**src/mem_pkg.sv**
```systemverilog
// Memory subsystem shared types
`default_nettype none

package mem_pkg;

  // Bus and address widths
  localparam int WORD_BITS = 32;
  localparam int ADDR_BITS = 16;

  // Defaults handed down by the top level
  localparam int MEM_WORDS_DEFAULT   = 1024;
  localparam int CACHE_LINES_DEFAULT = 16;
  localparam int WAIT_STATES_DEFAULT = 2;

  // One instruction or data word
  typedef logic [WORD_BITS-1:0] word_t;

  // Word address, 64 K words
  typedef logic [ADDR_BITS-1:0] word_addr_t;

  // Instruction cache miss FSM
  typedef enum logic [1:0] {ic_idle, ic_bus_read, ic_refill} icache_state_t;

  // Load/store unit FSM
  typedef enum logic {port_idle, port_bus_wait} port_state_t;

  // Current bus owner in the arbiter
  typedef enum logic [1:0] {owner_none, owner_fetch, owner_data} owner_t;

endpackage

`default_nettype wire

```
**src/data_port.sv**
```systemverilog
// Load/store bus port
`timescale 1ns/1ps
`default_nettype none

module data_port import mem_pkg::*; (
  input  wire logic  clock,
  input  wire logic  reset,
  // Request side
  input  wire logic  data_req,
  input  wire logic  data_we,
  input  word_addr_t data_addr,
  input  word_t      data_wdata,
  output logic       data_busy,
  output logic       data_done,
  output word_t      data_rdata,
  // Wishbone master
  output logic       data_cyc,
  output logic       data_stb,
  output logic       data_bus_we,
  output word_addr_t data_adr,
  output word_t      data_dat_w,
  input  word_t      data_dat_r,
  input  wire logic  data_ack
);

  port_state_t state;

  // Registered request
  logic       req_we;
  word_addr_t req_addr;
  word_t      req_wdata;

  assign data_busy   = (state == port_bus_wait);
  assign data_cyc    = (state == port_bus_wait);
  assign data_stb    = (state == port_bus_wait);
  assign data_bus_we = req_we;
  assign data_adr    = req_addr;
  assign data_dat_w  = req_wdata;

  // One bus cycle per request, done the cycle after ack
  always_ff @(posedge clock) begin
    if (reset) begin
      state     <= port_idle;
      data_done <= 1'b0;
    end else begin
      data_done <= 1'b0;
      if (state == port_idle && data_req) begin
        state <= port_bus_wait;
      end else if (state == port_bus_wait && data_ack) begin
        state     <= port_idle;
        data_done <= 1'b1;
      end
    end
  end

  always_ff @(posedge clock) begin
    if (state == port_idle && data_req) begin
      req_we    <= data_we;
      req_addr  <= data_addr;
      req_wdata <= data_wdata;
    end
    // Load data captured on the ack edge
    if (state == port_bus_wait && data_ack) begin
      data_rdata <= data_dat_r;
    end
  end

  // Arbiter routes ack only to an active master
  assert property (@(posedge clock) disable iff (reset)
    data_ack |-> (state == port_bus_wait));

endmodule

`default_nettype wire

```
**config.mk**
```make
export PLATFORM = sky130hd
export DESIGN_NAME = data_port
export DESIGN_NICKNAME = d
export VERILOG_FILES = /design/src/mem_pkg.sv /design/src/data_port.sv
export SDC_FILE = /design/constraint.sdc
export NUM_CORES = 1
export LEC_CHECK = 0
export BUFFER_PORTS_ARGS = -buffer_cell sky130_fd_sc_hd__buf_2
export CAP_MARGIN = 20
export CORE_MARGIN = 2
export CORE_UTILIZATION = 37
export DETAILED_ROUTE_END_ITERATION = 6
export PLACE_DENSITY = 0.75
export REMOVE_ABC_BUFFERS = 1
export SYNTH_ARGS = -nofsm -noshare
export SYNTH_HDL_FRONTEND = slang
export SYNTH_SLANG_ARGS = --single-unit
export TNS_END_PERCENT = 10
```
**constraint.sdc**
```tcl
create_clock -name clock -period 1.5 [get_ports clock]
set_input_delay 0.3 -clock clock [delete_from_list [all_inputs] [get_ports clock]]
set_output_delay 0.3 -clock clock [all_outputs]
set_load 0.02 [all_outputs]
```
# Yosys cells after proc, flatten, opt, wreduce, memory -nomap -nowiden
# Index checks and enable logic that the tools add are counted.
[word_totals] register_bits=83 word_cells=14 output_inout_bits=85 in_bits=85
[op_classes] bitwise=1 n_reduce_logical=4 muxes=3
[op_table] operator="1-bit 2-to-1 mux" n=3
[op_table] operator="1-bit logical AND" n=2
[op_table] operator="2-bit nonzero test" n=1
[op_table] operator="2-bit OR reduction" n=1
[op_table] operator="1-bit NOT" n=1

# Logic depth before layout (Yosys ltp)
[depth] depth_word=3 mapped_depth=2 mapped_depth_nobuf=2

# Worst setup path before layout
# Ideal clock, no wire load.
[synth_timing] path_type="reg-to-reg" start="reg state (netlist: data_busy)" end="reg req_addr[0] (netlist: data_adr[0]), enable pin" required_ps=1116 stages_incl_launch_ff=2 setup_slack_ps=-59 synth_period_minus_slack_ps=1559 arrival_ps=1175 cell_sequence="dfxtp_1 > and2b_2"
[synth_between] elab_chain_cells=2
[synth_lines] element="from (decl)" line="data_port.sv:26" text="port_state_t state;"
[synth_lines] element="from (signal assigned)" line="data_port.sv:43" text="state <= port_idle;"
[synth_lines] element="from (signal assigned)" line="data_port.sv:48" text="state <= port_bus_wait;"
[synth_lines] element="from (signal assigned)" line="data_port.sv:50" text="state <= port_idle;"
[synth_lines] element="1-bit NOT" line="data_port.sv:57" text="if (state == port_idle && data_req) begin"
[synth_lines] element="1-bit logical AND" line="data_port.sv:57"
[synth_lines] element="to (signal assigned)" line="data_port.sv:59" text="req_addr <= data_addr;"
[synth_lines] element="to (decl)" line="data_port.sv:30" text="word_addr_t req_addr;"
# Every way passes these cells.
# A chain may end at the register's enable or synchronous reset.

# Worst setup path in the final report
[layout_timing] start="reg state (netlist: data_busy)" end="out data_stb"
[layout_rtl] element="to (decl)" line="data_port.sv:18" text="output logic data_stb,"
# No word-level cell between the ends.

==> flow_metrics.tcl <==
set metrics [dict create \
    status "finished, final reports clean" \
    dp.cells 338 \
    rsz0062_at_grt "false" \
    skew_ns 0.00910 \
    first_pass_iters 4 \
    drc_errors 0 \
    antennaDiodeCount 0 \
    power.leakage_nw 1.59 \
    wirelength_mm 4.86 \
    fmax_mhz 824 \
    clk_latency_ns 0.34 \
    hold_viol_final 0 \
    start_kind "flip-flop" \
    grt_usage_pct 12.7 \
    layout_common_cells "169 x buf_2, 81 x edfxtp_1, 9 x clkbuf_8" \
    htree_levels 3 \
    initial_core_util_pct 37.7 \
    synth_cell_types 8 \
    core_area_um2 6720 \
    slowest_stage "dfxtp_1" \
    grtUsageMet3_pct 7.52 \
    finalCritPeriodShare_pct 80.9 \
    synthCells 90 \
    r2r-end "data_rdata[7]" \
    wl_per_cell_um 13.8 \
    num_io_pins 170 \
    grt_busiest_layer "met2" \
    ff2ff_setup_slack_ns 0.32 \
    cts.repair.resized 0 \
    crit_buf_inv 1 \
    min_to "data_dat_w[29]" \
    antenna_found_initial 0 \
    avgSynthCellArea_um2 28.1 \
    vias_per_cell 4.33 \
    place_congestion 0.684 \
    peakVddDrop_mv 0.670 \
    met2_usage_pct 20.9 \
    first_iter_violations 76 \
    reg2reg_from "data_busy" \
    relSlewSlack_pct 72.3 \
    area_delta_synth_final_pct 46.9 \
    cts_tree "done" \
    clk_path_buf_depth 2 \
    fin_nets 354 \
    rows 30 \
    final_antenna_net_count 0 \
    die_y_um 86.7 \
    layout.cells.non_filler 353 \
    max_stage_delay_ns 0.39 \
    grt_pass1_wl_mm 6.89 \
    portBuffers 169 \
    crit_family "flip-flops" \
    worst-r2r-cell-count 1 \
    end_kind "primary output" \
    cts-root-buf "clkbuf_8" \
    vias 1527 \
    grt_util_met1_pct 13.4 \
    postCtsSetupBuffers 0 \
    min-delay-start "data_wdata[29]" \
    ys_seq_elements 83 \
    ys_warn_count 0 \
    layout_commonest_cell "buf_2" \
    drv_slew 0 \
    tightest_slew_ns 0.416 \
    die-area_um2 7520 \
    min_path_cells 1 \
    worstPathMaxFanout 6 \
    cp.arrival_ns 0.91 \
    setup_viol_count_final 0 \
    die_w_um 86.7 \
    cp.required_ns 1.20 \
    drv_cap 0 \
    drive_above_1_share_pct 69.2 \
    hold_class "in -> reg" \
    cts_buffers 9 \
    finalCriticalPeriod_ns 1.21 \
    critPathKind "reg -> out" \
    grt_max_degree 50 \
    syn_area_um2 2530 \
    num-fill-cells 523 \
    grt_pass1_vias 1437 \
    cellPowerDensity_nw_per_um2 1350 \
    grt_overflow 0 \
    cts_sinks 83 \
    holdWs_ns 0.128 \
    yosysSeqAreaShare_pct 97.6 \
    cts.reportedPaths.clkPinSlew_ns 0.09 \
    path_cells "buf_2" \
    hold_buffers 0 \
]
==> how the worst max path moves through the flow <==
| stage | start | end | slack (ns) | cells after the start |
|---|---|---|---|---|
| finish | data_busy | data_stb | 0.29 | 1 |
| CTS | data_busy | data_stb | 0.25 | 1 |
| detailed placement | data_busy | data_rdata[12] | 0.29 | 1 |
| global route | data_busy | data_rdata[31] | 0.19 | 1 |
| global placement | data_busy | data_rdata[19] | 0.35 | 1 |
| floorplan | data_busy | data_adr[0] | -0.24 | 1 |
==> logic make-up (layout without fill, tap and decap cells) <==
logic type | Yosys count | in the layout | share of synthesized area [%]
flops | 83 | 83 | 97.6
buf+inv | 2 | 185 | 0.593
simple gates | 5 | 5 | 1.78
==> report_power, final <==
part	internal, W	leakage, nW	total, W	switching [W]
clock	0.00111	0.120	0.00186	0.000756
sequential	0.00268	0.780	0.00271	0.0000253
combinational	0.000164	0.695	0.000436	0.000272
==> registers in the layout (all words and copies together) (netlist names) <==
name         cells
data_dat_w      32
data_rdata      32
data_adr        16
data_bus_we      1
data_busy        1
data_done        1
==> cell type report <==
type | count | area [µm²] | area share [%]
clock buffer | 9 | 124 | 3.33
clock inverter | 6 | 113 | 3.03
multi-input combinational | 5 | 45.0 | 1.21
sequential | 83 | 2470 | 66.5
tap | 80 | 100 | 2.69
timing repair buffer | 170 | 866 | 23.3
==> cell usage after synthesis, drive strengths merged <==
library cell	n	area share (%)
nor2	1	0.15
and2b	1	0.35
nor3	1	0.40
dfxtp	2	1.6
edfxtp	81	96
nor2b	1	0.54
buf	2	0.59
and2	1	0.35
==> stage by stage <==
stage / worst slack, ns / util (%) / total power [W] / cell area [µm²] / TNS [ns]
floorplan: -0.241 / - / 0.00297 / 2520 / -12.67
global placement: 0.350 / 51.8 / 0.00319 / 3480 / 0
detailed placement: 0.294 / 51.8 / 0.00321 / 3480 / 0
CTS: 0.254 / 55.4 / 0.00506 / 3720 / 0
global route: 0.194 / 55.4 / 0.00519 / 3720 / 0
finish: 0.287 / 55.4 / 0.00501 / 3720 / 0
==> per-layer routing <==
metal,up-vias,part of all wire (%),routed length (µm)
met5,-,0,0
met4,0,1.0,51
met3,6,14,695
met2,116,49,2390
met1,692,35,1720
li1,713,-,-
Note: power is estimated with default switching activity, not from simulation.
