### config.mk
export PLATFORM = sky130hd
export DESIGN_NAME = icache
export DESIGN_NICKNAME = d
export VERILOG_FILES = /design/src/mem_pkg.sv /design/src/icache.sv
export SDC_FILE = /design/constraint.sdc
export NUM_CORES = 1
export LEC_CHECK = 0
export ABC_AREA = 0
export BUFFER_PORTS_ARGS = -buffer_cell sky130_fd_sc_hd__buf_2
export CAP_MARGIN = 20
export CORE_MARGIN = 1
export CORE_UTILIZATION = 44
export CTS_BUF_LIST = sky130_fd_sc_hd__clkbuf_8
export DETAILED_ROUTE_END_ITERATION = 10
export SYNTH_ARGS = -nofsm -noshare
export SYNTH_HDL_FRONTEND = slang
export SYNTH_SLANG_ARGS = --single-unit
### constraint.sdc
create_clock -name clock -period 4.85 [get_ports clock]
set_clock_uncertainty 0.05 [all_clocks]
set_input_delay 0.7275 -clock clock [delete_from_list [all_inputs] [get_ports clock]]
set_output_delay 0.7275 -clock clock [all_outputs]
set_load 0.05 [all_outputs]
### src/mem_pkg.sv
// Memory subsystem shared types
`default_nettype none

package mem_pkg;

  // Bus and address widths
  localparam int WORD_BITS = 32;
  localparam int ADDR_BITS = 16;

  // Defaults handed down by the top level
  localparam int MEM_WORDS_DEFAULT   = 1024;
  localparam int CACHE_LINES_DEFAULT = 16;
  localparam int WAIT_STATES_DEFAULT = 2;

  // One instruction or data word
  typedef logic [WORD_BITS-1:0] word_t;

  // Word address, 64 K words
  typedef logic [ADDR_BITS-1:0] word_addr_t;

  // Instruction cache miss FSM
  typedef enum logic [1:0] {ic_idle, ic_bus_read, ic_refill} icache_state_t;

  // Load/store unit FSM
  typedef enum logic {port_idle, port_bus_wait} port_state_t;

  // Current bus owner in the arbiter
  typedef enum logic [1:0] {owner_none, owner_fetch, owner_data} owner_t;

endpackage

`default_nettype wire

### src/icache.sv
// Direct-mapped instruction cache
`timescale 1ns/1ps
`default_nettype none

module icache import mem_pkg::*; #(
  parameter int CACHE_LINES = CACHE_LINES_DEFAULT
) (
  input  wire logic  clock,
  input  wire logic  reset,
  // Fetch side
  input  wire logic  fetch_req,
  input  word_addr_t fetch_addr,
  output logic       fetch_ready,
  output logic       fetch_valid,
  output word_t      fetch_inst,
  // Wishbone master, read only
  output logic       fetch_cyc,
  output logic       fetch_stb,
  output word_addr_t fetch_adr,
  input  word_t      fetch_dat_r,
  input  wire logic  fetch_ack
);

  // Index from the low address bits, tag from the rest
  localparam int INDEX_W = $clog2(CACHE_LINES);
  localparam int TAG_W   = ADDR_BITS - INDEX_W;

  typedef logic [INDEX_W-1:0] line_index_t;
  typedef logic [TAG_W-1:0]   line_tag_t;

  // Cache arrays
  line_tag_t              tag_array  [CACHE_LINES];
  word_t                  data_array [CACHE_LINES];
  logic [CACHE_LINES-1:0] valid_array;

  icache_state_t state;
  word_addr_t    miss_addr;
  word_t         refill_word;

  // Lookup on the incoming address
  line_index_t req_index;
  line_tag_t   req_tag;
  logic        hit;
  logic        accept;

  // Miss address split for the refill write
  line_index_t miss_index;
  line_tag_t   miss_tag;

  assign req_index  = fetch_addr[INDEX_W-1:0];
  assign req_tag    = fetch_addr[ADDR_BITS-1:INDEX_W];
  assign hit        = valid_array[req_index] && (tag_array[req_index] == req_tag);
  assign miss_index = miss_addr[INDEX_W-1:0];
  assign miss_tag   = miss_addr[ADDR_BITS-1:INDEX_W];

  assign fetch_ready = (state == ic_idle);
  assign accept      = fetch_req && fetch_ready;

  // Bus cycle runs only while reading the missed word
  assign fetch_cyc = (state == ic_bus_read);
  assign fetch_stb = (state == ic_bus_read);
  assign fetch_adr = miss_addr;

  //////////////////////////////////////////////////////////////////////
  // Miss FSM and control
  //////////////////////////////////////////////////////////////////////

  always_ff @(posedge clock) begin
    if (reset) begin
      state       <= ic_idle;
      fetch_valid <= 1'b0;
      valid_array <= '0;
    end else begin
      fetch_valid <= 1'b0;
      case (state)
        ic_idle: begin
          // Hit answers next cycle, miss goes to the bus
          if (accept && hit) begin
            fetch_valid <= 1'b1;
          end else if (accept) begin
            state <= ic_bus_read;
          end
        end
        ic_bus_read: begin
          if (fetch_ack) begin
            state <= ic_refill;
          end
        end
        ic_refill: begin
          valid_array[miss_index] <= 1'b1;
          fetch_valid             <= 1'b1;
          state                   <= ic_idle;
        end
        default: state <= ic_idle;
      endcase
    end
  end

  //////////////////////////////////////////////////////////////////////
  // Arrays and payload
  //////////////////////////////////////////////////////////////////////

  always_ff @(posedge clock) begin
    if (state == ic_idle && accept) begin
      miss_addr  <= fetch_addr;
      fetch_inst <= data_array[req_index];
    end
    // Word from memory, held for the refill step
    if (state == ic_bus_read && fetch_ack) begin
      refill_word <= fetch_dat_r;
    end
    if (state == ic_refill) begin
      tag_array[miss_index]  <= miss_tag;
      data_array[miss_index] <= refill_word;
      fetch_inst             <= refill_word;
    end
  end

  // Line count limits
  initial begin
    assert (CACHE_LINES >= 2 && (CACHE_LINES & (CACHE_LINES - 1)) == 0)
      else $fatal(1, "icache: CACHE_LINES must be a power of two, at least 2");
  end

  // Ack only answers an active bus read
  assert property (@(posedge clock) disable iff (reset)
    fetch_ack |-> fetch_stb);

endmodule

`default_nettype wire

Word level (Yosys, flattened, before mapping)
Memories as Yosys holds them, arrays and structs flattened.
Cells that the tools add are included.

operators by class
  $add $sub $neg = 0
  $mul = 0
  div/mod/pow operators = 0
  $lt $le $gt $ge = 3
  eq/ne operators = 6
  shifts and indexed selects = 0
  muxes and demuxes = 14
  bitwise operators = 1
  reduce and logical (&&, ||, !) cells = 9

operator list
  kind                                                                    number
  32-bit two-way mux                                                      2
  16-bit bitwise OR                                                       1
  12-bit == test                                                          1
  4-bit by 5-bit < comparator with 1-bit output (second input constant)   2
  1-bit logical AND                                                       6
  2-bit two-way mux                                                       3
  1-bit two-way mux                                                       5
  1-bit binary-select mux with 4-bit select                               1
  1-bit demux with 4-bit select                                           1
  4-bit by 1-bit >= comparator with 1-bit output (second input constant)  1
  2-bit by 1-bit != test with 1-bit output (second input constant)        2
  2-bit one-hot mux with 2 select lines                                   1
  3-bit AND reduction                                                     1
  2-bit by 1-bit == test with 1-bit output (second input constant)        1
  2-bit == test (second input constant)                                   1
  2-bit logical NOT                                                       1
  2-bit != test (second input constant)                                   1
  1-bit one-hot mux with 2 select lines                                   1
  2-bit nonzero test                                                      1

storage, ports and cells
  flip-flop bits (word level) = 99
  bits in latches = 0
  memory bits (writable) = 704
  bits in read-only memories = 0
  output and inout port bits = 52
  logic and storage cells = 41
  memories = 2

memories
  name        depth  width  read ports  clocked after Yosys merged registers in  wr ports  line          source
  data_array  16     32     1           0                                        1         icache.sv:33  word_t data_array [CACHE_LINES];
  tag_array   16     12     1           0                                        1         icache.sv:32  line_tag_t tag_array [CACHE_LINES];

Depth between registers and ports, before layout
  depth after elaboration = 6
  gate-level depth with buffers = 11
  gate-level depth less buffers = 7

Least setup slack after synthesis
No wires, ideal clock.

  path kind = reg2reg
  start point = register miss_addr[1], in the netlist fetch_adr[1]
  end point = memory data_array[0][0] in the netlist's numbering, enable pin
  library setup time = 0.502 ns
  data arrival time = 4.185 ns
  setup slack = 0.113 ns
  stages on the path, launching flop included = 3
  buffers on the path = 0
  clock period less this slack = 4.737 ns
  cells stage by stage = edfxtp_1 > or3_1 > nor3_1

RTL lines
  element                 line           source
  start, declared         icache.sv:37   word_addr_t miss_addr;
  start signal, assigned  icache.sv:105  miss_addr <= fetch_addr;
  end, declared           icache.sv:33

Straight into the memory's write port.

Worst setup path in the final report
  start point = register state[1]
  end point = memory data_array[13][29] in the netlist's numbering, enable pin

between the ends
  longest elaborated chain between the ends = 3

ends and longest elaborated chain
  element                                  line           source
  start, declared                          icache.sv:36   icache_state_t state;
  start signal, assigned                   icache.sv:70   state <= ic_idle;
  start signal, assigned                   icache.sv:81   state <= ic_bus_read;
  start signal, assigned                   icache.sv:86   state <= ic_refill;
  2-bit == test                            icache.sv:112  if (state == ic_refill) begin
  1-bit two-way mux                        icache.sv:112
  1-bit two-way mux (implied by the code)  icache.sv:114  data_array[miss_index] <= refill_word;

Every way passes these cells.

==> summary.md <==
| Metric | Value |
|---|---|
| Status | completed |
| CP endpoint kind | register |
| DRT Pass-1 Iters | 5 |
| Total power | 13.8 mW |
| Post-CTS Setup Repair Bufs | 0 |
| Mapped cell area | 30300 sq um |
| Post-synth cell types | 38 |
| Clock Power Share | 38.9% |
| Startpoint Class | register |
| First-pass GRT wire length | 99300 microns |
| Area of the die | 70000 sq um |
| Share of post-route cells with drive strength above 1 | 32.4% |
| Num ports | 104 |
| Post-route DRC | 0 |
| Final-stage net count | 1587 |
| Worst vdd ir | 0.230 mV |
| Final-report hold violation count | 0 |
| Slew @ Worst Pin | 1030 ps |
| Routed Antenna Nets | 0 |
| Initial antenna violation count | 1 |
| Crit path DAT | 3590 ps |
| Detailed placement HPWL | 36300 microns |
| Final worst slack | 1660 ps |
| Crit path kind | register to register |
| Gr usage total | 19.9% |
| Gpl congestion | 0.719 |
| Leakage | 11.3 nW |
| Relative slew slack | 31.2% |
| Period utilization | 65.7% |
| Synthesis warning total | 0 |
| Fmax | 314 MHz |
| Max Cap Viol | 0 |
| Vias post-DR | 14.0k |
| CTS max path bufs | 3 |
| Final setup viols | 0 |
| Cts repair resizes | 0 |
| Worst-path clk slew | 60 ps |
| Clock Sink Count | 803 |
| DP Worst Slack | 1340 ps |
| Power per Cell Area | 399 nW/um^2 |
| Initial DRC Count | 1176 |
| Vias in the first global route | 14.9k |
| Switching share of power | 23.0% |
| Number of port buffers | 103 |
| Finished Layout Cells | 2510 |
| Top FF cell, synth | edfxtp_1 |
| Die Wd | 265 microns |
| GRT overflow | 0 |
| Async S/R FF share, synth | 0% |
| Int Power | 10.6 mW |
| Starting Density | 44.8% |
| Total wire length | 67800 microns |
| Inserted Clock Buffers | 133 |
| Tmin final | 3190 ps |
| Seq pwr share | 56.1% |
| Most frequent cells in the layout | edfxtp_1 (784), mux4_2 (205), clkbuf_8 (134), nand2_1 (104), buf_2 (99) |
| NetSw | 3.17 mW |
| Most common cell after layout, fill and taps aside | edfxtp_1 |
| Mapped Nets | 1371 |
| Comb pwr share | 5.0% |
| Die span in y | 265 microns |
| Hold WS | 70.8 ps |
| Slew Limit Fails | 0 |
| Core area | 67600 sq um |
| Synth Register Bits | 803 |
| Cells after synthesis | 1319 |
| Post-synth EDFFs | 784 |
| Routed WL per cell | 27.0 microns |
| Clock Latency Late Sink | 780 ps |
| CP Data Required Time | 5260 ps |
| CTS tree | done |
| CTS H-Tree Depth | 4 |
| Syn Area/Cell | 23.0 sq um |
| Area delta synth->final | 14.0% |
| Routed vias/inst | 5.58 |
| Sum Neg Setup Slack | 0 ps |
| Pin count of the biggest net entering global routing | 64 |
| Root Buffer Master | clkbuf_8 |
| RSZ-0062 raised after global routing | no |
| Critical Path Fanout Max | 26 |
| Seq/Total Area, Yosys | 78.9% |
| Row Count | 95 |
| Min-delay worst type | primary input to register |
| Dpl cells | 2268 |
## power by group through the flow
stage | logic (mW) | clock network [mW] | registers (mW)
2_1_floorplan | 0.380 | 0 | 7.99
3_3_place_gp | 0.698 | 0 | 7.89
3_5_place_dp | 0.701 | 0 | 7.90
4_1_cts | 0.706 | 5.51 | 7.75
5_1_grt | 0.734 | 5.80 | 7.76
6_report | 0.689 | 5.37 | 7.75
## logic make-up after synthesis
logic type / Yosys count / share of synthesized area [%]
AOI/OAI and AO/OA: 21 / 0.524
muxes: 236 / 16.5
and+or+nand+nor: 169 / 2.28
DFF: 803 / 78.9
xor gates and xnor gates: 23 / 0.664
buffers and inverters: 67 / 1.11
## timing repair
item,4_1_cts,5_1_grt
hold buffers,5,0
hold endpoints to repair,5,0
setup endpoints to repair,0,0
## registers in the layout, indices dropped and copies added, names as in the netlist
name and flops:
data_array 512, fetch_adr 16, fetch_inst 32, fetch_valid 1
refill_word 32, state 2, tag_array 192, valid_array 16
## stage by stage
step	util (%)	cell area, sq um
5_1_grt	51.1	34600
4_1_cts	51.1	34600
3_3_place_gp	47.5	32100
6_report	51.1	34600
3_5_place_dp	47.5	32200
2_1_floorplan	-	30300
## synthesized netlist by cell type (all sizes together), types with 2 or more instances
cell       n  share of area [%]
nor2      43               0.53
edfxtp   784                 78
and2       4              0.083
nand3      2              0.033
buf       47               0.87
dfxtp     19                1.3
xnor2     18               0.52
o21ba      4               0.13
a211oi     2              0.050
nand2b     3              0.062
nor3       4              0.066
nand2    104                1.3
inv        2              0.025
a21oi      4              0.066
mux2i     26               0.86
xor2       5               0.14
nor2b      4              0.083
o21ai      2              0.033
mux4     210                 16
clkbuf    17               0.21
a31oi      2              0.041
o2111ai    2              0.058
## final timing paths
kind / start / endpoint / slack, ps / cells after the start
hold / removal: fetch_dat_r[4] / refill_word[4] / 70 / 1
hold reg to reg: valid_array[7] / valid_array[7] / 420 / 2
setup reg to reg: state[1] / data_array[13][29] / 1660 / 4
setup / recovery: state[1] / data_array[13][29] / 1660 / 4
## per-layer routing
layer,up-vias,global-route usage [%],routed length (microns)
met2,387,33.0,34500
met5,-,0,0
met4,0,6.52,1190
met1,7591,26.6,29000
li1,5943,-,-
met3,93,4.09,3150
## worst max-delay path, cell delays in order, from the launching register on
cell and delay [ps]:
dfxtp_1 430, nor2b_4 690, nand3b_1 430, nor2_4 890
buf_12 330
## layout make-up
| class | count | area [sq um] |
|---|---|---|
| Clock buffer | 134 | 1840 |
| Sequential cell | 803 | 23900 |
| Fill cell | 5282 | 33100 |
| Inverter | 3 | 11.3 |
| Timing Repair Buffer | 145 | 997 |
| Multi-Input combinational cell | 449 | 6180 |
| Clock inverter | 102 | 528 |
| Tap cell | 873 | 1090 |
| Antenna cell | 1 | 2.50 |
No activity file was read; power rests on OpenSTA's default activity.
