===== src/mem_pkg.sv =====
// Memory subsystem shared types
`default_nettype none

package mem_pkg;

  // Bus and address widths
  localparam int WORD_BITS = 32;
  localparam int ADDR_BITS = 16;

  // Defaults handed down by the top level
  localparam int MEM_WORDS_DEFAULT   = 1024;
  localparam int CACHE_LINES_DEFAULT = 16;
  localparam int WAIT_STATES_DEFAULT = 2;

  // One instruction or data word
  typedef logic [WORD_BITS-1:0] word_t;

  // Word address, 64 K words
  typedef logic [ADDR_BITS-1:0] word_addr_t;

  // Instruction cache miss FSM
  typedef enum logic [1:0] {ic_idle, ic_bus_read, ic_refill} icache_state_t;

  // Load/store unit FSM
  typedef enum logic {port_idle, port_bus_wait} port_state_t;

  // Current bus owner in the arbiter
  typedef enum logic [1:0] {owner_none, owner_fetch, owner_data} owner_t;

endpackage

`default_nettype wire


===== src/bus_arbiter.sv =====
// Two-master Wishbone arbiter
`timescale 1ns/1ps
`default_nettype none

module bus_arbiter import mem_pkg::*; (
  input  wire logic  clock,
  input  wire logic  reset,
  // Fetch master, read only
  input  wire logic  fetch_cyc,
  input  wire logic  fetch_stb,
  input  word_addr_t fetch_adr,
  output word_t      fetch_dat_r,
  output logic       fetch_ack,
  // Data master
  input  wire logic  data_cyc,
  input  wire logic  data_stb,
  input  wire logic  data_we,
  input  word_addr_t data_adr,
  input  word_t      data_dat_w,
  output word_t      data_dat_r,
  output logic       data_ack,
  // Memory slave
  output logic       mem_cyc,
  output logic       mem_stb,
  output logic       mem_we,
  output word_addr_t mem_adr,
  output word_t      mem_dat_w,
  input  word_t      mem_dat_r,
  input  wire logic  mem_ack
);

  owner_t owner;

  // Grant only from no owner, data wins a tie, release on ack
  always_ff @(posedge clock) begin
    if (reset) begin
      owner <= owner_none;
    end else if (owner == owner_none) begin
      if (data_cyc && data_stb) begin
        owner <= owner_data;
      end else if (fetch_cyc && fetch_stb) begin
        owner <= owner_fetch;
      end
    end else if (mem_ack) begin
      owner <= owner_none;
    end
  end

  //////////////////////////////////////////////////////////////////////
  // Request mux toward memory
  //////////////////////////////////////////////////////////////////////

  always_comb begin
    mem_cyc   = 1'b0;
    mem_stb   = 1'b0;
    mem_we    = 1'b0;
    mem_adr   = data_adr;
    mem_dat_w = data_dat_w;
    case (owner)
      owner_data: begin
        mem_cyc = data_cyc;
        mem_stb = data_stb;
        mem_we  = data_we;
      end
      owner_fetch: begin
        // Fetch never writes
        mem_cyc = fetch_cyc;
        mem_stb = fetch_stb;
        mem_adr = fetch_adr;
      end
      default: ;
    endcase
  end

  // Responses go to the owner only
  assign fetch_ack   = (owner == owner_fetch) && mem_ack;
  assign data_ack    = (owner == owner_data) && mem_ack;
  assign fetch_dat_r = (owner == owner_fetch) ? mem_dat_r : '0;
  assign data_dat_r  = (owner == owner_data) ? mem_dat_r : '0;

  // No stray ack from the slave
  assert property (@(posedge clock) disable iff (reset)
    mem_ack |-> (owner != owner_none));

  // Owning master keeps its cycle up for the whole grant
  assert property (@(posedge clock) disable iff (reset)
    (owner == owner_data) |-> (data_cyc && data_stb));

  assert property (@(posedge clock) disable iff (reset)
    (owner == owner_fetch) |-> (fetch_cyc && fetch_stb));

endmodule

`default_nettype wire


===== config.mk =====
export PLATFORM = sky130hd
export DESIGN_NAME = bus_arbiter
export DESIGN_NICKNAME = d
export VERILOG_FILES = /design/src/mem_pkg.sv /design/src/bus_arbiter.sv
export SDC_FILE = /design/constraint.sdc
export NUM_CORES = 1
export LEC_CHECK = 0
export ABC_AREA = 1
export BUFFER_PORTS_ARGS = -buffer_cell sky130_fd_sc_hd__buf_4
export CORE_AREA = 2 2 85 87
export CTS_CLUSTER_SIZE = 24
export DETAILED_ROUTE_END_ITERATION = 10
export DIE_AREA = 0 0 87 89
export PLACE_DENSITY_LB_ADDON = 0.15
export SYNTH_ARGS = -nofsm -noshare
export SYNTH_HDL_FRONTEND = slang
export SYNTH_SLANG_ARGS = --single-unit

===== constraint.sdc =====
create_clock -name clock -period 1.4 [get_ports clock]
set_input_delay 0.28 -clock clock [delete_from_list [all_inputs] [get_ports clock]]
set_output_delay 0.28 -clock clock [all_outputs]
set_load 0.005 [all_outputs]

=== Word level (Yosys, flattened, before mapping) ===
Index checks and enable logic that the tools add are counted.

* Word-level logic and storage cells: 21
* Input bits: 104
* Output and inout port bits: 117
* Bits in registers: 2

* Eq/ne operators: 3
* Mux-type cells: 10
* Reductions and logical operators: 7

{| class="wikitable"
|+ Operators by type and width
! cell !! number
|-
| $mux 32 || 2
|-
| $mux 16 || 1
|-
| $mux 2 || 4
|-
| $logic_and 1x1->1 || 4
|-
| $pmux 1 s2 || 2
|-
| $ne 3x1->1 const B || 1
|-
| $eq 2x1->1 const B || 1
|-
| $eq 2x2->1 const B || 1
|-
| $logic_not 2->1 || 1
|-
| $reduce_and 2->1 || 1
|-
| $reduce_bool 2->1 || 1
|-
| $mux 1 || 1
|}

=== Longest topological paths before layout ===
Gate-level depths: netlist (run 1).

* Depth after elaboration: 4
* Gate-level depth with buffers: 7

=== Least setup slack after synthesis (run 1) ===
No wires, ideal clock.

* Path type: register to output
* From: register owner[1]
* To: output port mem_adr[10]
* Setup slack: 0.086 ns
* Data arrival time: 1.034 ns
* Cell stages (with the launch flop): 8
* Required time: 1.120 ns
* Cells stage by stage: dfxtp_1 inv_1 ha_1 buf_4 inv_2 buf_6 nand2_1 nand2_1

* Longest elaborated chain between the ends: 2

{| class="wikitable"
|+ Ends and longest elaborated chain
! item !! RTL line !! text
|-
| from (decl) || bus_arbiter.sv:32 || <nowiki>owner_t owner;</nowiki>
|-
| from (signal assigned) || bus_arbiter.sv:37 || <nowiki>owner <= owner_none;</nowiki>
|-
| from (signal assigned) || bus_arbiter.sv:40 || <nowiki>owner <= owner_data;</nowiki>
|-
| from (signal assigned) || bus_arbiter.sv:42 || <nowiki>owner <= owner_fetch;</nowiki>
|-
| $eq 2x1->1 || bus_arbiter.sv:59 || <nowiki>case (owner)</nowiki>
|-
| $mux 16 || bus_arbiter.sv:59 ||
|-
| to (decl) || bus_arbiter.sv:26 || <nowiki>output word_addr_t mem_adr,</nowiki>
|}

No other way between the ends.

=== Final worst setup path (run 1) ===
* From: register owner[0]
* To: output port mem_adr[0]

Same word-level chain as after synthesis.

==> impl_metrics.tcl, run 1 <==
set metrics [dict create \
    hold_depth 2 \
    peakVddDrop_v 0.000212 \
    grt_pass1_vias 1532 \
    num_vias 1775 \
    ys_async_sr_fraction_pct 0 \
    cellPowerDensity_mw_per_mm2 559 \
    path_clk_slew_ps 30 \
    dieArea_mm2 0.00774 \
    criticalPathCategory "register to primary output" \
    finalPower_mw 1.41 \
    overflow 0 \
    num_antenna_cells 0 \
    grt_util_met2_pct 19.8 \
    core_mm2 0.00672 \
    syn_avg_cell_area_um2 4.68 \
    failed_checks "setup timing" \
    met3_usage_pct 4.43 \
    ys_top_cells_by_count "nand2_1, inv_1, buf_4" \
    syn_area_mm2 0.00118 \
    met1_usage_pct 11.5 \
    final.min_clock_period_ps 1530 \
    grt_max_degree 24 \
    routedWlPerCell_um 10.7 \
    fin_crit_sh_pct 109 \
    postLayoutCoreUtil_pct 37.6 \
    synth_ff_type "dfxtp_1" \
    clk_latency_ps 210 \
    synth-edff-count 0 \
    slew_headroom_pct 89.9 \
    synth_top_cell_by_area "nand2_1" \
    yosys_warnings 0 \
    drv_cap 0 \
    dp_hpwl_um 4010 \
    synthesis.instances 253 \
    top_regs "owner (2)" \
    antenna_found_initial 0 \
    rr_worst_depth 7 \
    setup_slack_ps -130 \
    timing_hold_violations_final 0 \
    synth_area_leaders "nand2_1, buf_4, inv_1, ha_1, dfxtp_1" \
    viasPerCell 3.86 \
    cts_tree "yes" \
    rows 30 \
    ctsRootBufferMaster "clkbuf_8" \
    portBuffers 156 \
    ys_ff_latch 2 \
    fillers 713 \
    synth_top_family_by_area "buffers and inverters" \
    ant_nets 0 \
    largest_reg_flops 2 \
    top_register "owner" \
    place.gp.congestion 0.669 \
    layout-drive-gt1-share_pct 54.5 \
    max_freq_mhz 654 \
    syn2layout_area_growth_pct 113 \
    synth_compound_area_share_pct 2.64 \
    grt_pass1_wl_um 6800 \
    synthAdderAreaFrac_pct 4.22 \
    maxSlewViolCount 0 \
    die_height_um 89 \
    worst_setup_path_start_kind "register" \
    rsz0062_at_grt "true" \
    drt-pass1-iter-count 4 \
    ioPinCount 221 \
    synthXorXnorAreaFrac_pct 0 \
    status "complete, but fails checks" \
    drt_iter0_drc 42 \
    cts_buffer_depth 2 \
    yosysSeqAreaShare_pct 3.38 \
    yosysUniqueCellTypes 13 \
    cts_max_level 1 \
    die_w_um 87 \
    drt_wl_total_um 4940 \
    cp.required_ps 1120 \
    cp.arrival_ps 1250 \
    hold_ws_ps 229 \
    synthMuxAreaShare_pct 0 \
    pre_cts_ws_ps -28.5 \
    num-nets-final 490 \
    tightest_slew_ps 151 \
    seq_area_um2 45.0 \
    synth-simple-area-share_pct 40.3 \
    yosysMostFrequentCell "nand2_1" \
    drc_errors 0 \
    top_usage_layer "met2" \
    final.setup_skew_ps 4.50 \
    fin_area_mm2 0.00253 \
    p_leak_nw 1.85 \
    cts_buffers 3 \
    track_usage_pct 10.9 \
    netlist.area_leader.share_pct 39.0 \
    cp_max_fo 7 \
    placed_cell_area_mm2 0.00223 \
    setup_viol 85 \
    clock-sinks 2 \
    multiInputGateArea_um2 687 \
    start_util_pct 17.6 \
    hold_path.class "input port to register" \
    critPathCaptureType "primary output" \
    syn_nets 361 \
]
cell usage in the layout, fill, tap and decap left out:
cell      count
clkbuf_8      3
inv_1        69
nand2_4       2
a21oi_2       3
buf_8         1
buf_4       148
buf_16        1
dfxtp_4       1
a21oi_1       1
nand3_1       2
buf_6        14
nand2_1      99
or2_1         1
buf_12        3
o211ai_1      1
inv_6         1
inv_2         2
nand2_2      22
inv_4         1
dfxtp_2       1
ha_4          4
metrics by stage:
step                setup TNS, ps  cells
finish                      -7370    460
global route               -12580    460
CTS                         -8800    459
detailed placement           -383    454
global placement            -32.4    454
floorplan                       0    253
where the power goes:
part           switching (mW)  total (mW)  internal, mW
combinational           0.470        1.11         0.640
clock                  0.0445       0.226         0.182
sequential            0.00958      0.0764        0.0668
layer usage:
layer	up-vias	wire [um]	share of wire, %
met5	-	0	0
met4	0	64	1.3
li1	910	-	-
met2	128	2420	49
met1	731	1750	35
met3	6	701	14
critical path: stages, from the launching register on:
cell and delay [ps]:
dfxtp_4 340, buf_12 120, ha_4 190, buf_8 150, nand2_2 70, nand2_2 40
buf_4 120
cell families after synthesis:
family / Yosys count
AOI/OAI and AO/OA: 5
adders and majority gates: 4
buffers and inverters: 116
DFF: 2
and+or+nand+nor: 126
what timing repair did:
item / in CTS / in global routing
setup buffers: 1 / 0
hold buffers: 0 / 0
gates cloned: 1 / 1
pin swaps: 6 / 12
gates resized for setup: 34 / 28
endpoints found under the setup margin: 85 / 85
layout make-up:
type / count / area share, %
Sequential cell: 2 / 1.78
Tap cell: 80 / 3.96
Multi-Input combinational cell: 135 / 27.2
Timing Repair Buffer: 167 / 54.3
Inverter: 73 / 11.1
Clock buffer: 3 / 1.63
worst paths after layout:
kind,from,to,slack [ps]
min,reset,owner[1],230
max reg2reg,owner[0],owner[1],180
min reg2reg,owner[1],owner[1],510
max,owner[0],mem_adr[0],-130
Note: power is estimated with default switching activity, not from simulation.
==> inputs of run 2 (changes only) <==
PLACE_DENSITY = 0.66   (was not set)
PLACE_DENSITY_LB_ADDON = not set   (was 0.15)
==> run 2 against run 1 <==
Net effect:
- the run still ends with setup timing left
- first-iteration DRC count fell by 45%
- routed wire length rose by 26%
- via count rose by 8.4%
- die area did not move
- clock skew fell by 3.8 ps
- combinational power rose by 31%
==> impl_metrics.tcl, run 2 (synthesis results as in run 1) <==
set metrics [dict create \
    rr_startpoint "owner[1]" \
    final.setup_skew_ps 0.717 \
    setup_viol 85 \
    ctsRootBufferMaster "clkbuf_8" \
    overflow 0 \
    syn2layout_area_growth_pct 157 \
    tightest_slew_ps 155 \
    maxSlewViolCount 0 \
    start_util_pct 17.6 \
    grt_pass1_vias 1670 \
    largest_reg_flops 2 \
    dp_hpwl_um 4190 \
    crit_end "mem_stb" \
    drt_iter0_drc 23 \
    status "complete, but fails checks" \
    critPathCaptureType "primary output" \
    portBuffers 156 \
    fillers 632 \
    rows 30 \
    place_inst 453 \
    max_stage_delay_ps 360 \
    top_register "owner" \
    r2r_end "owner[1]" \
    layout-drive-gt1-share_pct 72.9 \
    final.min_clock_period_ps 1630 \
    layout_common_cells "buf_4, nand2_1, buf_6" \
    viasPerCell 4.11 \
    rsz0062_at_grt "true" \
    ant_nets 0 \
    worst_setup_path_start_kind "register" \
    layout_commonest_cell "buf_4" \
    dieArea_mm2 0.00774 \
    timing_hold_violations_final 0 \
    track_usage_pct 12.0 \
    postLayoutCoreUtil_pct 45.3 \
    pre_cts_ws_ps -89.8 \
    drt-pass1-iter-count 4 \
    antenna_found_initial 0 \
    drc_errors 0 \
    clock-sinks 2 \
    hold_path.class "input port to register" \
    path_clk_slew_ps 30 \
    cts-hold-fix-buffers 0 \
    cts_tree "yes" \
    fin_crit_sh_pct 117 \
    fin_area_mm2 0.00305 \
    stdcell_count 468 \
    multiInputGateArea_um2 970 \
    placed_cell_area_mm2 0.00222 \
    cp_cell_sequence "buf_6 > ha_4 > buf_6 > nand2_1 > a21oi_2 > buf_4" \
    top_regs "owner (2)" \
    place.gp.congestion 0.767 \
    criticalPathCategory "register to primary output" \
    drv_cap 0 \
    max_freq_mhz 612 \
    num_vias 1924 \
    num-nets-final 498 \
    cp.arrival_ps 1350 \
    slew_headroom_pct 89.6 \
    cp_common_cell "buf_6" \
    core_mm2 0.00672 \
    ioPinCount 221 \
    routedWlPerCell_um 13.3 \
    grt_pass1_wl_um 7300 \
    cts_max_level 1 \
    p_leak_nw 2.16 \
    cellPowerDensity_mw_per_mm2 577 \
    grt_max_degree 17 \
    drt_wl_total_um 6220 \
    rr_worst_depth 7 \
    setup_slack_ps -234 \
    num_antenna_cells 0 \
    die_w_um 87 \
    cp.required_ps 1120 \
    rrSetupSlack_ps 170 \
    peakVddDrop_v 0.000293 \
    die_height_um 89 \
    cts_buffers 3 \
    critical_path.startpoint "owner[1]" \
    cts_buffer_depth 2 \
    clk_latency_ps 210 \
    crit_slowest_cell "dfxtp_4" \
    cp_max_fo 5 \
    seq_area_um2 47.5 \
    failed_checks "setup timing" \
]
-- run 2: changes by cell type in the layout (fill, tap and decap cells not counted), moves of 2 or more --
cell	previous run	this run
buf_6	14	44
inv_1	69	40
nand2_4	2	39
buf_4	148	123
nand2_1	99	60
nand2_2	22	24
inv_2	2	30
clkbuf_16	0	3
-- run 2: area by class of cell --
class | count | area share (%)
Clock buffer | 3 | 1.36
Sequential cell | 2 | 1.56
Tap cell | 80 | 3.29
Timing Repair Buffer | 175 | 52.6
Inverter | 73 | 9.40
Multi-Input combinational cell | 135 | 31.8
-- run 2: how the worst min path moves through the flow --
stage	startpoint	end	slack, ps	cells after the start
after floorplan	reset	owner[1]	340	1
after global placement	reset	owner[1]	450	2
after detailed placement	reset	owner[1]	450	2
after CTS	reset	owner[1]	220	2
after global routing	reset	owner[1]	230	2
final	reset	owner[1]	220	2
-- run 2: routing by layer --
layer	GRT usage [%]	share of wire, %	vias to the layer above	wire length (um)
li1	-	-	932	-
met1	11.6	32	838	2000
met2	24.8	55	144	3400
met3	3.14	12	10	731
met4	2.98	1.5	0	91
met5	0	0	-	0
-- run 2: power by group --
| part | switching (mW) | internal, mW | leakage (nW) | total, mW |
|---|---|---|---|---|
| Sequential | 0.0153 | 0.0663 | 0.0178 | 0.0816 |
| Clock | 0.0444 | 0.182 | 0.0216 | 0.226 |
| Combinational | 0.645 | 0.805 | 2.12 | 1.45 |
| Total | 0.704 | 1.05 | 2.16 | 1.76 |
-- run 2: critical path: cells and delay by family (launching register included) --
kind	cells	cell delay (ps)
AND/OR/NAND/NOR	1	70
adder cells (fa/ha/maj)	1	210
AO/OA/AOI/OAI	1	150
buffers and inverters	3	360
flip-flops	1	360
-- run 2: repair_timing --
item,in CTS,in global routing
cloned,2,3
buffers inserted,7,2
setup endpoints to repair,85,85
pin swaps,2,31
resized for setup,30,171
-- run 2: stage by stage --
| stage | hold slack (ps) | total power, mW | setup TNS [ps] |
|---|---|---|---|
| floorplan | 342 | 0.500 | 0 |
| global placement | 450 | 0.980 | -1390 |
| detailed placement | 450 | 0.991 | -2190 |
| CTS | 223 | 1.41 | -9590 |
| global route | 226 | 1.89 | -13740 |
| finish | 223 | 1.76 | -9500 |
==> inputs of run 3 (changes only) <==
PLACE_DENSITY = 0.68   (was 0.66)
clock period = 1.5 ns   (was 1.4 ns; I/O delays follow)
==> run 3 against run 2 <==
Net effect:
- the run still ends with setup timing left
- utilization is 6.8 points lower
- hold slack better by 24 ps
- die area stayed put
- sequential power is 11% lower
- flip-flop and latch count stayed put
- final cell count is 2.1% lower
- register-to-register slack better by 120 ps
- global-route usage is 1.6 points higher
- count of clock-buffer cells in the layout stayed put
- combinational power is 23% lower
- highest routed layer unchanged
==> impl_metrics.tcl, run 3 (synthesis results as in run 1) <==
set metrics [dict create \
    status "complete, but fails checks" \
    failed_checks "setup timing" \
    clk_latency_ps 210 \
    drc_errors 0 \
    drt-pass1-iter-count 4 \
    cts_tree "yes" \
    cts_buffer_depth 2 \
    num-nets-final 488 \
    rows 30 \
    core_mm2 0.00672 \
    start_util_pct 17.6 \
    rr_startpoint "owner[0]" \
    top_register "owner" \
    cellPowerDensity_mw_per_mm2 539 \
    die_w_um 87 \
    die_height_um 89 \
    layout-drive-gt1-share_pct 56.3 \
    criticalPathCategory "register to primary output" \
    grt_max_degree 18 \
    cp.arrival_ps 1270 \
    layout_commonest_cell "buf_4" \
    setup_slack_ps -74.6 \
    ctsRootBufferMaster "clkbuf_8" \
    viasPerCell 3.96 \
    fin_crit_sh_pct 105 \
    track_usage_pct 13.6 \
    crit_end "mem_adr[9]" \
    portBuffers 156 \
    syn2layout_area_growth_pct 118 \
    critPathCaptureType "primary output" \
    final.min_clock_period_ps 1570 \
    rr_worst_depth 6 \
    setup_viol 85 \
    cp.required_ps 1200 \
    layout_common_cells "buf_4, nand2_1, inv_1" \
    ioPinCount 221 \
    r2r_end "owner[1]" \
    num_vias 1813 \
    antenna_found_initial 0 \
    p_leak_nw 1.90 \
    postLayoutCoreUtil_pct 38.5 \
    cts_buffers 3 \
    num_antenna_cells 0 \
    dp_hpwl_um 4550 \
    final.setup_skew_ps 3.36 \
    slew_headroom_pct 88.2 \
    drt_wl_total_um 5930 \
    rsz0062_at_grt "true" \
    critical_path.startpoint "owner[0]" \
    place.gp.congestion 0.732 \
    overflow 0 \
    drv_cap 0 \
    fin_area_mm2 0.00259 \
    clock-sinks 2 \
    peakVddDrop_v 0.000225 \
    fillers 688 \
    worst_setup_path_start_kind "register" \
    drt_iter0_drc 34 \
    ant_nets 0 \
    rrSetupSlack_ps 290 \
    maxSlewViolCount 0 \
    tightest_slew_ps 177 \
    timing_hold_violations_final 0 \
    grt_pass1_wl_um 8110 \
    routedWlPerCell_um 13.0 \
    pre_cts_ws_ps -31.5 \
    largest_reg_flops 2 \
    finalPower_mw 1.40 \
    placed_cell_area_mm2 0.00220 \
    max_freq_mhz 635 \
    grt_pass1_vias 1615 \
    hold_path.class "input port to register" \
    dieArea_mm2 0.00774 \
    top_regs "owner (2)" \
    cp_max_fo 6 \
    cts_max_level 1 \
    path_clk_slew_ps 30 \
]
==> run 3: worst min path at each step <==
stage | startpoint | end | cells after the start
floorplan | reset | owner[1] | 1
global placement | reset | owner[1] | 2
detailed placement | reset | owner[1] | 2
CTS | reset | owner[1] | 2
global route | reset | owner[1] | 2
finish | reset | owner[1] | 2
==> run 3: worst max-delay path: stages, from the launching register on <==
cell,delay (ps)
dfxtp_4,350
buf_6,120
ha_4,210
buf_16,170
nand2_2,50
nand2_1,40
buf_4,120
==> run 3: metal layers <==
metal,GRT usage [%],part of all wire [%]
met1,13.4,34
met2,27.5,53
met3,4.34,12
met4,2.98,0.64
met5,0,0
==> run 3: power by group <==
group | internal, mW | leakage, nW | switching [mW] | total, mW
Clock | 0.170 | 0.0216 | 0.0428 | 0.212
Sequential | 0.0618 | 0.0178 | 0.0105 | 0.0723
Combinational | 0.622 | 1.86 | 0.489 | 1.11
Total | 0.854 | 1.90 | 0.542 | 1.40
==> run 3: layout make-up <==
| type | count | area (um^2) | share of cell area (%) |
|---|---|---|---|
| repair buffers | 165 | 1380 | 53.5 |
| multi-input cells | 135 | 729 | 28.2 |
| inverters | 73 | 287 | 11.1 |
| well taps | 80 | 100 | 3.87 |
| flip-flops and latches | 2 | 47.5 | 1.84 |
| clock buffers | 3 | 41.3 | 1.59 |
==> run 3: through the flow <==
| stage | instances | setup TNS (ps) | hold WS [ps] |
|---|---|---|---|
| 6_report | 458 | -3520 | 246 |
| 4_1_cts | 458 | -2780 | 246 |
| 5_1_grt | 458 | -7790 | 243 |
| 2_1_floorplan | 253 | 0 | 362 |
| 3_3_place_gp | 450 | 0 | 468 |
| 3_5_place_dp | 450 | -68.1 | 473 |
==> run 3: repair_timing <==
| item | CTS | global route |
|---|---|---|
| gates cloned | 3 | 0 |
| hold buffers | 0 | 0 |
| pin swaps | 11 | 9 |
| setup buffers | 2 | 0 |
| gates resized for setup | 51 | 29 |
| setup endpoints to repair | 85 | 85 |
